<file path="config.mk">
export PLATFORM = sky130hd
export DESIGN_NAME = sound_top
export DESIGN_NICKNAME = d
export VERILOG_FILES = /design/src/snd_cmd_pkg.sv /design/src/snd_stream_pkg.sv /design/src/gain_mixer.sv /design/src/pcm_voice.sv /design/src/sound_ctrl.sv /design/src/sound_top.sv /design/src/tone_osc.sv
export SDC_FILE = /design/constraint.sdc
export NUM_CORES = 1
export LEC_CHECK = 0
export BUFFER_PORTS_ARGS = -buffer_cell sky130_fd_sc_hd__buf_2
export CORE_MARGIN = 4
export CORE_UTILIZATION = 58
export CTS_BUF_LIST = sky130_fd_sc_hd__clkbuf_16
export DETAILED_ROUTE_END_ITERATION = 8
export PLACE_DENSITY = 0.88
export SLEW_MARGIN = 0
export SYNTH_ARGS = -nofsm -noshare
export SYNTH_HDL_FRONTEND = slang
export SYNTH_SLANG_ARGS = --single-unit
export TNS_END_PERCENT = 1
</file>
<file path="constraint.sdc">
create_clock -name CLK -period 7.4 [get_ports CLK]
set_input_delay 0.37 -clock CLK [delete_from_list [all_inputs] [get_ports CLK]]
set_output_delay 0.37 -clock CLK [all_outputs]
set_load 0.005 [all_outputs]
</file>
<file path="src/snd_cmd_pkg.sv">
package snd_cmd_pkg;

    // host write opcodes, top nibble of the command word
    typedef enum logic [3:0] {
        OP_TONE_FREQ = 4'h0,  // phase increment
        OP_TONE_AMP  = 4'h1,  // square height, 15 bit
        OP_PCM_START = 4'h2,  // start offset inside the bank
        OP_PCM_LEN   = 4'h3,  // samples per run
        OP_PCM_PLAY  = 4'h4,
        OP_PCM_STOP  = 4'h5,
        OP_BANK      = 4'h6,  // 2 bit rom bank
        OP_GAIN      = 4'h7   // fm gain high byte, pcm gain low byte
    } snd_op_e;

    typedef struct packed {
        snd_op_e     op;
        logic [15:0] data;
    } snd_cmd_t;

    typedef struct packed {
        logic [15:0] freq;  // added once per frame
        logic [14:0] amp;   // sign comes from the phase msb
    } tone_cfg_t;

    typedef struct packed {
        logic [1:0]  bank;
        logic [15:0] start;
        logic [15:0] len;
    } pcm_cfg_t;

    // both gains 4.4 unsigned
    typedef struct packed {
        logic [7:0] fm_gain;
        logic [7:0] pcm_gain;
    } gain_cfg_t;

    localparam logic [7:0] GAIN_UNITY = 8'h10;  // 1.0 in 4.4

    typedef enum logic [1:0] {F_IDLE, F_FETCH, F_MIX, F_EMIT} ctrl_state_e;

endpackage

</file>
<file path="src/snd_stream_pkg.sv">
package snd_stream_pkg;

    localparam int SAMPLE_W = 16;  // mixed output and tone width
    localparam int PCM_W    = 8;   // rom sample width, signed

    // one frame worth of channel data into the mixer
    typedef struct packed {
        logic signed [SAMPLE_W-1:0] tone;
        logic signed [PCM_W-1:0]    pcm;
    } mix_in_t;

    // mono sample on the output stream
    typedef struct packed {
        logic signed [SAMPLE_W-1:0] value;
        logic                       peak;  // set when the sum clipped
    } snd_sample_t;

    // saturation limits of the output word
    localparam logic signed [SAMPLE_W-1:0] SAMPLE_MAX = {1'b0, {(SAMPLE_W-1){1'b1}}};
    localparam logic signed [SAMPLE_W-1:0] SAMPLE_MIN = {1'b1, {(SAMPLE_W-1){1'b0}}};

endpackage

</file>
<file path="src/gain_mixer.sv">
module gain_mixer import snd_cmd_pkg::*, snd_stream_pkg::*; (
    input  logic        CLK,
    input  logic        rst_n,
    input  logic        go,          // one pulse per frame
    input  mix_in_t     mix,
    input  gain_cfg_t   gain_cfg,
    output logic        out_valid,
    output snd_sample_t out_sample
);

    logic signed [8:0]  fm_g;        // 4.4 gains as positive signed
    logic signed [8:0]  pcm_g;
    logic signed [15:0] pcm_wide;    // 8 bit sample moved to the top byte
    logic signed [24:0] fm_prod;
    logic signed [24:0] pcm_prod;
    logic signed [25:0] acc;
    logic signed [25:0] scaled;      // back to integer after the 4.4 gain
    logic               clip_hi;
    logic               clip_lo;

    assign fm_g     = signed'({1'b0, gain_cfg.fm_gain});
    assign pcm_g    = signed'({1'b0, gain_cfg.pcm_gain});
    assign pcm_wide = {mix.pcm, 8'h00};
    assign fm_prod  = $signed(mix.tone) * fm_g;
    assign pcm_prod = pcm_wide * pcm_g;
    assign acc      = fm_prod + pcm_prod;   // cannot overflow 26 bits
    assign scaled   = acc >>> 4;            // drop the gain fraction
    assign clip_hi  = (scaled > SAMPLE_MAX);
    assign clip_lo  = (scaled < SAMPLE_MIN);

    always_ff @(posedge CLK) begin
        if (!rst_n) begin
            out_valid <= 1'b0;
        end else begin
            out_valid <= go;                // one cycle after go
        end
    end

    // saturate and flag clipping
    always_ff @(posedge CLK) begin
        if (go) begin
            if (clip_hi) begin
                out_sample.value <= SAMPLE_MAX;
            end else if (clip_lo) begin
                out_sample.value <= SAMPLE_MIN;
            end else begin
                out_sample.value <= scaled[SAMPLE_W-1:0];
            end
            out_sample.peak <= clip_hi || clip_lo;
        end
    end

endmodule

</file>
<file path="src/pcm_voice.sv">
module pcm_voice import snd_cmd_pkg::*; #(
    parameter int ROM_AW = 20  // bank on the top 2 bits
) (
    input  logic              CLK,
    input  logic              rst_n,
    input  logic              step,
    input  logic              play,
    input  logic              stop,
    input  pcm_cfg_t          pcm_cfg,
    input  logic              rom_ok,
    input  logic [7:0]        rom_data,
    output logic              rom_req,
    output logic [ROM_AW-1:0] rom_addr,
    output logic signed [7:0] pcm,
    output logic              done       // sample for this frame ready
);

    localparam int OFF_W = ROM_AW - 2;  // offset inside one bank

    logic [15:0]      idx;      // samples already fetched in this run
    logic [15:0]      idx_nxt;
    logic             playing;
    logic [OFF_W-1:0] offset;
    logic             fetch;    // a frame that needs the rom

    assign idx_nxt = idx + 16'd1;
    assign offset  = OFF_W'(pcm_cfg.start) + OFF_W'(idx);  // both zero extended
    assign fetch   = step && playing && !rom_req;

    // request held until ok, dropped on the following edge
    always_ff @(posedge CLK) begin
        if (!rst_n) begin
            playing <= 1'b0;
            idx     <= '0;
            rom_req <= 1'b0;
            done    <= 1'b0;
            pcm     <= '0;
        end else begin
            done <= 1'b0;
            if (rom_req) begin
                if (rom_ok) begin
                    rom_req <= 1'b0;
                    pcm     <= signed'(rom_data);
                    done    <= 1'b1;
                    idx     <= idx_nxt;
                    if (idx_nxt == pcm_cfg.len) begin
                        playing <= 1'b0;              // run finished
                    end
                end
            end else if (fetch) begin
                rom_req <= 1'b1;
            end else if (step) begin
                pcm  <= '0;                           // silent voice
                done <= 1'b1;                         // answer next cycle
            end
            if (play) begin
                idx     <= '0;
                playing <= (pcm_cfg.len != '0);       // zero length plays nothing
            end else if (stop) begin
                playing <= 1'b0;                      // fetch in flight still ends
            end
        end
    end

    // address latched at request start, stable while rom_req is high
    always_ff @(posedge CLK) begin
        if (fetch) begin
            rom_addr <= {pcm_cfg.bank, offset};
        end
    end

endmodule

</file>
<file path="src/sound_ctrl.sv">
module sound_ctrl import snd_cmd_pkg::*; #(
    parameter int SAMPLE_DIV = 64,  // clocks between frame starts
    parameter int CREDITS    = 4    // initial and max credits
) (
    input  logic      CLK,
    input  logic      rst_n,
    input  logic      cmd_valid,
    input  snd_cmd_t  cmd,
    input  logic      pause,
    input  logic      credit_ret,
    input  logic      pcm_done,
    input  logic      out_valid,
    output logic      step,
    output logic      mix_go,
    output logic      pcm_play,
    output logic      pcm_stop,
    output tone_cfg_t tone_cfg,
    output pcm_cfg_t  pcm_cfg,
    output gain_cfg_t gain_cfg
);

    localparam int DIV_W = $clog2(SAMPLE_DIV);
    localparam int CRD_W = $clog2(CREDITS + 1);
    localparam logic [DIV_W-1:0] DIV_LAST = DIV_W'(SAMPLE_DIV - 1);
    localparam logic [CRD_W-1:0] CRD_MAX  = CRD_W'(CREDITS);

    logic [DIV_W-1:0] div_cnt;
    logic [CRD_W-1:0] credits;      // samples the dac can still take
    ctrl_state_e      state;
    logic             div_hit;
    logic             frame_start;

    assign div_hit     = (div_cnt == DIV_LAST);
    // one frame in flight, so only start from idle
    assign frame_start = div_hit && (credits != '0) && !pause && (state == F_IDLE);
    assign mix_go      = (state == F_FETCH) && pcm_done;  // same cycle as done

    // free running pacing, parks at expiry until a frame can start
    always_ff @(posedge CLK) begin
        if (!rst_n) begin
            div_cnt <= '0;
        end else if (frame_start) begin
            div_cnt <= '0;
        end else if (!div_hit) begin
            div_cnt <= div_cnt + 1'b1;
        end
    end

    always_ff @(posedge CLK) begin
        if (!rst_n) begin
            credits <= CRD_MAX;
        end else begin
            case ({credit_ret, out_valid})  // return and take together cancel
                2'b10: begin
                    if (credits != CRD_MAX) begin  // never above the initial count
                        credits <= credits + 1'b1;
                    end
                end
                2'b01:   credits <= credits - 1'b1;
                default: ;
            endcase
        end
    end

    // frame fsm, step leaves one cycle after the start decision
    always_ff @(posedge CLK) begin
        if (!rst_n) begin
            state <= F_IDLE;
            step  <= 1'b0;
        end else begin
            step <= frame_start;
            case (state)
                F_IDLE:  state <= frame_start ? F_FETCH : F_IDLE;
                F_FETCH: state <= pcm_done ? F_MIX : F_FETCH;   // rom may stall here
                F_MIX:   state <= out_valid ? F_EMIT : F_MIX;
                F_EMIT:  state <= F_IDLE;                       // credit count settled
                default: state <= F_IDLE;
            endcase
        end
    end

    // command decode, every write taken on the cycle it is valid
    always_ff @(posedge CLK) begin
        if (!rst_n) begin
            tone_cfg <= '0;
            pcm_cfg  <= '0;
            gain_cfg <= '{fm_gain: GAIN_UNITY, pcm_gain: GAIN_UNITY};
            pcm_play <= 1'b0;
            pcm_stop <= 1'b0;
        end else begin
            pcm_play <= cmd_valid && (cmd.op == OP_PCM_PLAY);  // single cycle pulses
            pcm_stop <= cmd_valid && (cmd.op == OP_PCM_STOP);
            if (cmd_valid) begin
                case (cmd.op)
                    OP_TONE_FREQ: tone_cfg.freq  <= cmd.data;
                    OP_TONE_AMP:  tone_cfg.amp   <= cmd.data[14:0];
                    OP_PCM_START: pcm_cfg.start  <= cmd.data;
                    OP_PCM_LEN:   pcm_cfg.len    <= cmd.data;
                    OP_BANK:      pcm_cfg.bank   <= cmd.data[1:0];
                    OP_GAIN:      gain_cfg       <= cmd.data;  // fm high, pcm low
                    default:      ;                            // play/stop handled above
                endcase
            end
        end
    end

endmodule

</file>
<file path="src/sound_top.sv">
module sound_top import snd_cmd_pkg::*, snd_stream_pkg::*; #(
    parameter int SAMPLE_DIV = 64,
    parameter int CREDITS    = 4,
    parameter int ROM_AW     = 20
) (
    input  logic              CLK,
    input  logic              rst_n,
    // host command port, no back-pressure
    input  logic              cmd_valid,
    input  snd_cmd_t          cmd,
    input  logic              pause,
    // sample rom
    output logic              rom_req,
    output logic [ROM_AW-1:0] rom_addr,
    input  logic              rom_ok,
    input  logic [7:0]        rom_data,
    // mono stream to the dac, credit based
    output logic              out_valid,
    output snd_sample_t       out_sample,
    input  logic              credit_ret
);

    logic      step;       // frame tick to both voices
    logic      mix_go;
    logic      pcm_play;
    logic      pcm_stop;
    logic      pcm_done;
    tone_cfg_t tone_cfg;
    pcm_cfg_t  pcm_cfg;
    gain_cfg_t gain_cfg;
    mix_in_t   mix;        // tone and pcm channel into the mixer

    sound_ctrl #(.SAMPLE_DIV(SAMPLE_DIV), .CREDITS(CREDITS)) u_ctrl (
        .CLK        ( CLK        ),
        .rst_n      ( rst_n      ),
        .cmd_valid  ( cmd_valid  ),
        .cmd        ( cmd        ),
        .pause      ( pause      ),
        .credit_ret ( credit_ret ),
        .pcm_done   ( pcm_done   ),
        .out_valid  ( out_valid  ),  // takes a credit
        .step       ( step       ),
        .mix_go     ( mix_go     ),
        .pcm_play   ( pcm_play   ),
        .pcm_stop   ( pcm_stop   ),
        .tone_cfg   ( tone_cfg   ),
        .pcm_cfg    ( pcm_cfg    ),
        .gain_cfg   ( gain_cfg   )
    );

    tone_osc u_tone (
        .CLK      ( CLK       ),
        .rst_n    ( rst_n     ),
        .step     ( step      ),
        .tone_cfg ( tone_cfg  ),
        .tone     ( mix.tone  )
    );

    pcm_voice #(.ROM_AW(ROM_AW)) u_pcm (
        .CLK      ( CLK       ),
        .rst_n    ( rst_n     ),
        .step     ( step      ),
        .play     ( pcm_play  ),
        .stop     ( pcm_stop  ),
        .pcm_cfg  ( pcm_cfg   ),
        .rom_ok   ( rom_ok    ),
        .rom_data ( rom_data  ),
        .rom_req  ( rom_req   ),
        .rom_addr ( rom_addr  ),
        .pcm      ( mix.pcm   ),
        .done     ( pcm_done  )
    );

    gain_mixer u_mix (
        .CLK        ( CLK        ),
        .rst_n      ( rst_n      ),
        .go         ( mix_go     ),
        .mix        ( mix        ),
        .gain_cfg   ( gain_cfg   ),
        .out_valid  ( out_valid  ),
        .out_sample ( out_sample )
    );

endmodule

</file>
<file path="src/tone_osc.sv">
module tone_osc import snd_cmd_pkg::*; (
    input  logic               CLK,
    input  logic               rst_n,
    input  logic               step,      // one pulse per frame
    input  tone_cfg_t          tone_cfg,
    output logic signed [15:0] tone
);

    // square wave stand-in for the fm chip
    // the phase msb picks the half period

    logic [15:0]        phase;
    logic [15:0]        phase_nxt;
    logic signed [15:0] amp_pos;    // amp widened, always >= 0

    assign phase_nxt = phase + tone_cfg.freq;  // wraps, period = 65536 / freq frames
    assign amp_pos   = signed'({1'b0, tone_cfg.amp});

    // output follows the phase after this frame's add,
    // so tone is valid the cycle after step
    always_ff @(posedge CLK) begin
        if (!rst_n) begin
            phase <= '0;
            tone  <= '0;
        end else if (step) begin
            phase <= phase_nxt;
            if (phase_nxt[15]) begin
                tone <= -amp_pos;     // low half
            end else begin
                tone <= amp_pos;      // high half
            end
        end
    end

endmodule
</file>
==> results.ini, run 1 <==
[floorplan]
die_h_um=180
die_w_um=180
row_count=62
fp.coreArea_um2=29000
dieArea_um2=32500
ios=73
start_util_pct=59.4

[setup_path]
cp.arrival_ps=7280
rr_worst_depth=23
rrSetupSlack_ps=320
reg2reg_to=u_mix.out_sample[0]
startpoint_type=flop
critPathKind=flop to flop
cp_max_fo=8
crit_path_end_kind=flop
cp.required_ps=7600
r2r_start=u_pcm.pcm[7]

[yosys]
avgSynthCellArea_um2=8.69
synth_cell_types=76
synthArstFlopShare_pct=0
syn-instance-count=1984
ys.flop_type=dfxtp_1
ys_seq_area_share_pct=24.3
synth_most_common_cell=nand2_1
synth-seq-cells=191
synth_top_area_share_pct=18.7
synth-edff-count=36
synthesis.nets=2307
yosys.area.top_type=fa_1
synth_warnings=0
synth_area_um2=17200
yosys-top-cells-area=fa_1 (19%), dfxtp_1 (18%), ha_1 (9.3%)
synth_common_cells=nand2_1 (275), inv_1 (238), fa_1 (161)

[detailed_routing]
avgRoutedWirePerCell_um=17.5
firstDrtPassIters=5
vias_per_cell=5.97
vias=14400
drc_errors=0
wl_um=42200
drt-initial-drc-count=1203
ant_nets=0

[clocking]
ctsHoldBuffers=0
htreeDepth=4
cts_tree=yes
cts_sinks=191
cts_buffer_depth=2
root_buffer=clkbuf_16
clk_latency_ps=470
clk_pin_slew_ps=90
cts-buffers-inserted=17

[worst_hold_path]
whs_path_depth=3
whs_endpoint=u_pcm.pcm[5]
worstHoldStart=rom_data[5]
hold_path_class=input pin to flop

[final_layout]
regArea_um2=4200
areaGrowthSynthToFinish_pct=8.10
finish.net_count=2336
drive_gt1_share_pct=8.34
stdcell_count=2410
fill_cells=2322
antenna_cells=0
multi_input_area_um2=11900

[timing]
skew_ps=29.8
hold_viol_final=0
final.min_clock_period_ps=7080
period_share_pct=95.6
worst_pin_slew_ps=1220
rsz0062_at_grt=false
relSlewSlack_pct=18.8
hold_slack_ps=188
maxSlewViolCount=0
max_freq_ghz=0.141
setup_viol=0
setup-tns-final_ps=0

[global_route]
overflow=0
antenna_found_initial=0
grt_start_max_net_pins=84
grt_pass1_wl_um=71000
grt_pass1_vias=14800
gr-usage-all-layers_pct=26.1

[place]
dp_hpwl_um=31200
gp_congestion=0.906
dp_cells=2377
numPortBuffers=71

[power_and_ir_drop]
p_leak_nw=8.37
powerDensity_nw_per_um2=118
vdd_drop_max_uv=138

[job]
maxCapViolations=0

[run_status]
status=completed

## through the flow
step | instance area (um^2) | util (%) | setup WS (ps) | power (mW)
CTS | 18500 | 63.9 | 40.1 | 2.20
global route | 18600 | 64.2 | 19.4 | 2.26
finish | 18600 | 64.2 | 322 | 2.20
global placement | 17900 | 61.6 | 255 | 1.18
floorplan | 17200 | - | 473 | 1.15
detailed placement | 17900 | 61.6 | 47.7 | 1.18
## flip-flops by register name (all words and copies together), names as in the netlist, 3 cells and up, named ones only
name	count
u_ctrl.credits	3
u_tone.phase	16
u_tone.tone	16
u_ctrl.pcm_cfg	34
u_ctrl.div_cnt	6
u_ctrl.gain_cfg	16
u_mix.out_sample	17
u_pcm.idx	16
u_pcm.rom_addr	19
u_pcm.pcm	8
u_ctrl.tone_cfg	31
## what timing repair did
item,CTS,global route
hold endpoints to repair,0,0
endpoints found under the setup margin,0,16
gates resized for setup,0,30
buffers inserted,0,0
## how the worst max path moves through the flow
stage | startpoint | end | slack (ps)
3_5_place_dp | u_ctrl.gain_cfg[2] | u_mix.out_sample[14] | 50
3_3_place_gp | u_ctrl.gain_cfg[3] | u_mix.out_sample[1] | 260
4_1_cts | u_ctrl.gain_cfg[2] | u_mix.out_sample[14] | 40
6_report | u_pcm.pcm[7] | u_mix.out_sample[0] | 320
2_1_floorplan | u_ctrl.gain_cfg[0] | u_mix.out_sample[0] | 470
5_1_grt | u_pcm.pcm[7] | u_mix.out_sample[0] | 20
## placed cells by master, fill, tap and decap left out, drive strengths merged, types with 8 or more instances in the layout
cell type  instances
a211oi            11
a21boi            66
a21o              10
a21oi             81
a22oi              8
a31oi             11
and2             124
and3               9
buf               87
clkbuf            17
dfxtp            155
edfxtp            36
fa               161
ha               128
inv              252
mux2i             29
nand2            275
nand2b            18
nand3             43
nand4             28
nor2              83
nor2b             51
nor3              41
nor3b              9
nor4               9
o211ai            12
o21a              19
o21ai             60
or3               24
xnor2             64
xor2              24
## critical path: stages (launching register included)
cell,delay (ps)
dfxtp_2,390
nand2b_1,90
fa_1,510
fa_1,560
inv_1,60
fa_1,540
inv_1,60
fa_1,520
inv_1,40
ha_1,340
nor2b_1,170
o21a_1,190
nor2_1,130
xnor2_1,190
fa_1,470
ha_1,410
nand4_1,170
a31oi_1,170
o21ai_0,230
a21oi_1,320
mux2i_1,320
o2111ai_2,260
or3_1,410
mux2_2,280
## report_power, final
group | switching, mW | internal (mW)
registers | 0.0108 | 1.06
logic | 0.0575 | 0.0336
clock network | 0.541 | 0.492
## per-layer routing
layer	global-route usage, %	part of all wire [%]	vias up
li1	-	-	6634
met1	32.5	40	6990
met2	45.4	50	623
met3	4.56	7.1	149
met4	9.80	3.6	0
met5	0	0	-
## cell type report
class | count | area share (%)
multi-input combinational | 1477 | 63.9
sequential | 191 | 22.6
inverter | 239 | 4.81
tap | 384 | 2.58
timing repair buffer | 87 | 2.56
clock buffer | 17 | 2.28
clock inverter | 15 | 1.28
## kinds of logic (layout without fill, tap and decap cells)
kind of cell | after synthesis | after routing | share of synthesized area (%)
multiplexers | 30 | 30 | 1.75
flip-flops | 191 | 191 | 24.3
other | 1 | 1 | 0.0218
XOR/XNOR | 89 | 89 | 4.61
AO/OA/AOI/OAI | 332 | 332 | 13.0
AND/OR/NAND/NOR | 736 | 736 | 21.3
adder cells (fa/ha/maj) | 289 | 289 | 28.0
buffers and inverters | 316 | 358 | 7.11
No activity file was read; power rests on OpenSTA's default activity.
==> run 2: changes to the inputs <==
- CORE_ASPECT_RATIO: unset -> 1.5
- SLEW_MARGIN: 0 -> unset
==> results.ini, run 2 (synthesized netlist as in run 1, its figures left out) <==
[run_status]
status=completed

[worst_hold_path]
whs_path_depth=2
whs_endpoint=u_ctrl.pcm_play
worstHoldStart=cmd[16]
hold_path_class=input pin to flop

[floorplan]
row_count=77
die_h_um=219
ios=73
start_util_pct=58.7
dieArea_um2=32600
die_w_um=149
fp.coreArea_um2=29400

[place]
gp_congestion=0.942
dp_cells=2391
numPortBuffers=71
dp_hpwl_um=31100

[detailed_routing]
firstDrtPassIters=6
drc_errors=0
ant_nets=0
drt-initial-drc-count=815
vias_per_cell=5.81
wl_um=41200
avgRoutedWirePerCell_um=17.0
vias=14100

[final_layout]
final_cell_mix=nand2_1 (275), inv_1 (238), fa_1 (161)
post-route-util_pct=63.3
top_regs=u_ctrl.pcm_cfg (34), u_ctrl.tone_cfg (31), u_pcm.rom_addr (19)
largest_reg_flops=34
antenna_cells=0
stdcell_count=2424
areaGrowthSynthToFinish_pct=7.94
finish.net_count=2339
final_common_cell=nand2_1
drive_gt1_share_pct=8.23
largest_register=u_ctrl.pcm_cfg

[timing]
relSlewSlack_pct=13.9
hold_viol_final=0
setup_viol=0
worst_pin_slew_ps=1290
maxSlewViolCount=0
hold_slack_ps=187
skew_ps=16.8
max_freq_ghz=0.141
final.min_clock_period_ps=7090
period_share_pct=95.9

[setup_path]
cp_max_fo=7
critPathKind=flop to flop
reg2reg_to=u_mix.out_sample[0]
crit_path_start=u_ctrl.gain_cfg[1]
r2r_start=u_ctrl.gain_cfg[1]
rrSetupSlack_ps=310
rr_worst_depth=23
cp.required_ps=7620
cp.arrival_ps=7310
startpoint_type=flop
crit_path_end_kind=flop

[global_route]
grt_start_max_net_pins=86
grt_pass1_wl_um=69300
antenna_found_initial=0
overflow=0
gr-usage-all-layers_pct=26.0
grt_pass1_vias=14500

[clocking]
cts_sinks=191
cts_tree=yes
cts-buffers-inserted=17
htreeDepth=4
clk_pin_slew_ps=70
post-cts-setup-buffers=0
root_buffer=clkbuf_16
cts_buffer_depth=2
clk_latency_ps=460

[job]
maxCapViolations=0

[power_and_ir_drop]
powerDensity_nw_per_um2=116
p_leak_nw=8.35
vdd_drop_max_uv=170

==> run 2: cell types whose count changed in the layout (fill, tap and decap cells not counted), sizes merged <==
| cell | change |
|---|---|
| clkinv | +2 |
| buf | +3 |
| clkinvlp | +2 |
| inv | -8 |
| bufinv | +2 |
| clkbuf | +2 |
==> run 2: power breakdown <==
group          switching, mW  internal, mW  leakage, nW
Clock                  0.445         0.545        0.303
Sequential            0.0103          1.06         1.57
Combinational         0.0561        0.0335         6.48
==> run 2: through the flow <==
stage	TNS, ps	worst slack (ps)	instance area [um^2]	total power [mW]
global route	-10.7	-10.7	18600	2.20
finish	0	306	18600	2.15
global placement	0	268	17900	1.18
floorplan	0	473	17200	1.15
detailed placement	0	20.7	17900	1.18
CTS	0	17.3	18500	2.16
==> run 2: worst max path at each step <==
stage | cells after the start | to | slack [ps]
after floorplan | 26 | u_mix.out_sample[0] | 470
final | 23 | u_mix.out_sample[0] | 310
after detailed placement | 27 | u_mix.out_sample[4] | 20
after global placement | 27 | u_mix.out_sample[1] | 270
after global routing | 25 | u_mix.out_sample[0] | -10
after CTS | 27 | u_mix.out_sample[4] | 20
==> run 2: metal layers <==
metal | vias up | part of all wire (%) | GRT usage (%) | routed length (um)
li1 | 6639 | - | - | -
met1 | 6842 | 37 | 29.6 | 15400
met2 | 483 | 52 | 46.7 | 21500
met3 | 126 | 5.3 | 3.45 | 2180
met4 | 0 | 5.3 | 14.6 | 2170
met5 | - | 0 | 0 | 0
==> run 2: final cells by class <==
cell class              count  area (um^2)
multi-input cells        1477        11900
fillers                  2301        10800
flip-flops and latches    191         4200
inverters                 239          897
repair buffers             90          498
well taps                 395          494
clock buffers              19          475
clock inverters            13          148
==> run 2: critical path, cell delays in order, from the launching register on <==
cell      delay (ps)
dfxtp_1          400
buf_4            160
nand2_1           70
fa_1             410
inv_1            100
fa_1             390
inv_1             90
fa_1             440
fa_1             540
inv_1             40
ha_1             350
a21o_1           210
a21oi_1          190
xnor2_1          260
fa_1             510
ha_1             400
a21o_1           230
a21oi_2          240
nand2_1          150
or4b_4           560
a211oi_4         300
o22ai_2          150
or3_1            400
mux2_2           270
==> run 2: what timing repair did <==
item,in CTS,in global routing
gates resized for setup,0,22
endpoints found under the setup margin,0,16
endpoints found under the hold margin,0,0
hold buffers,0,0
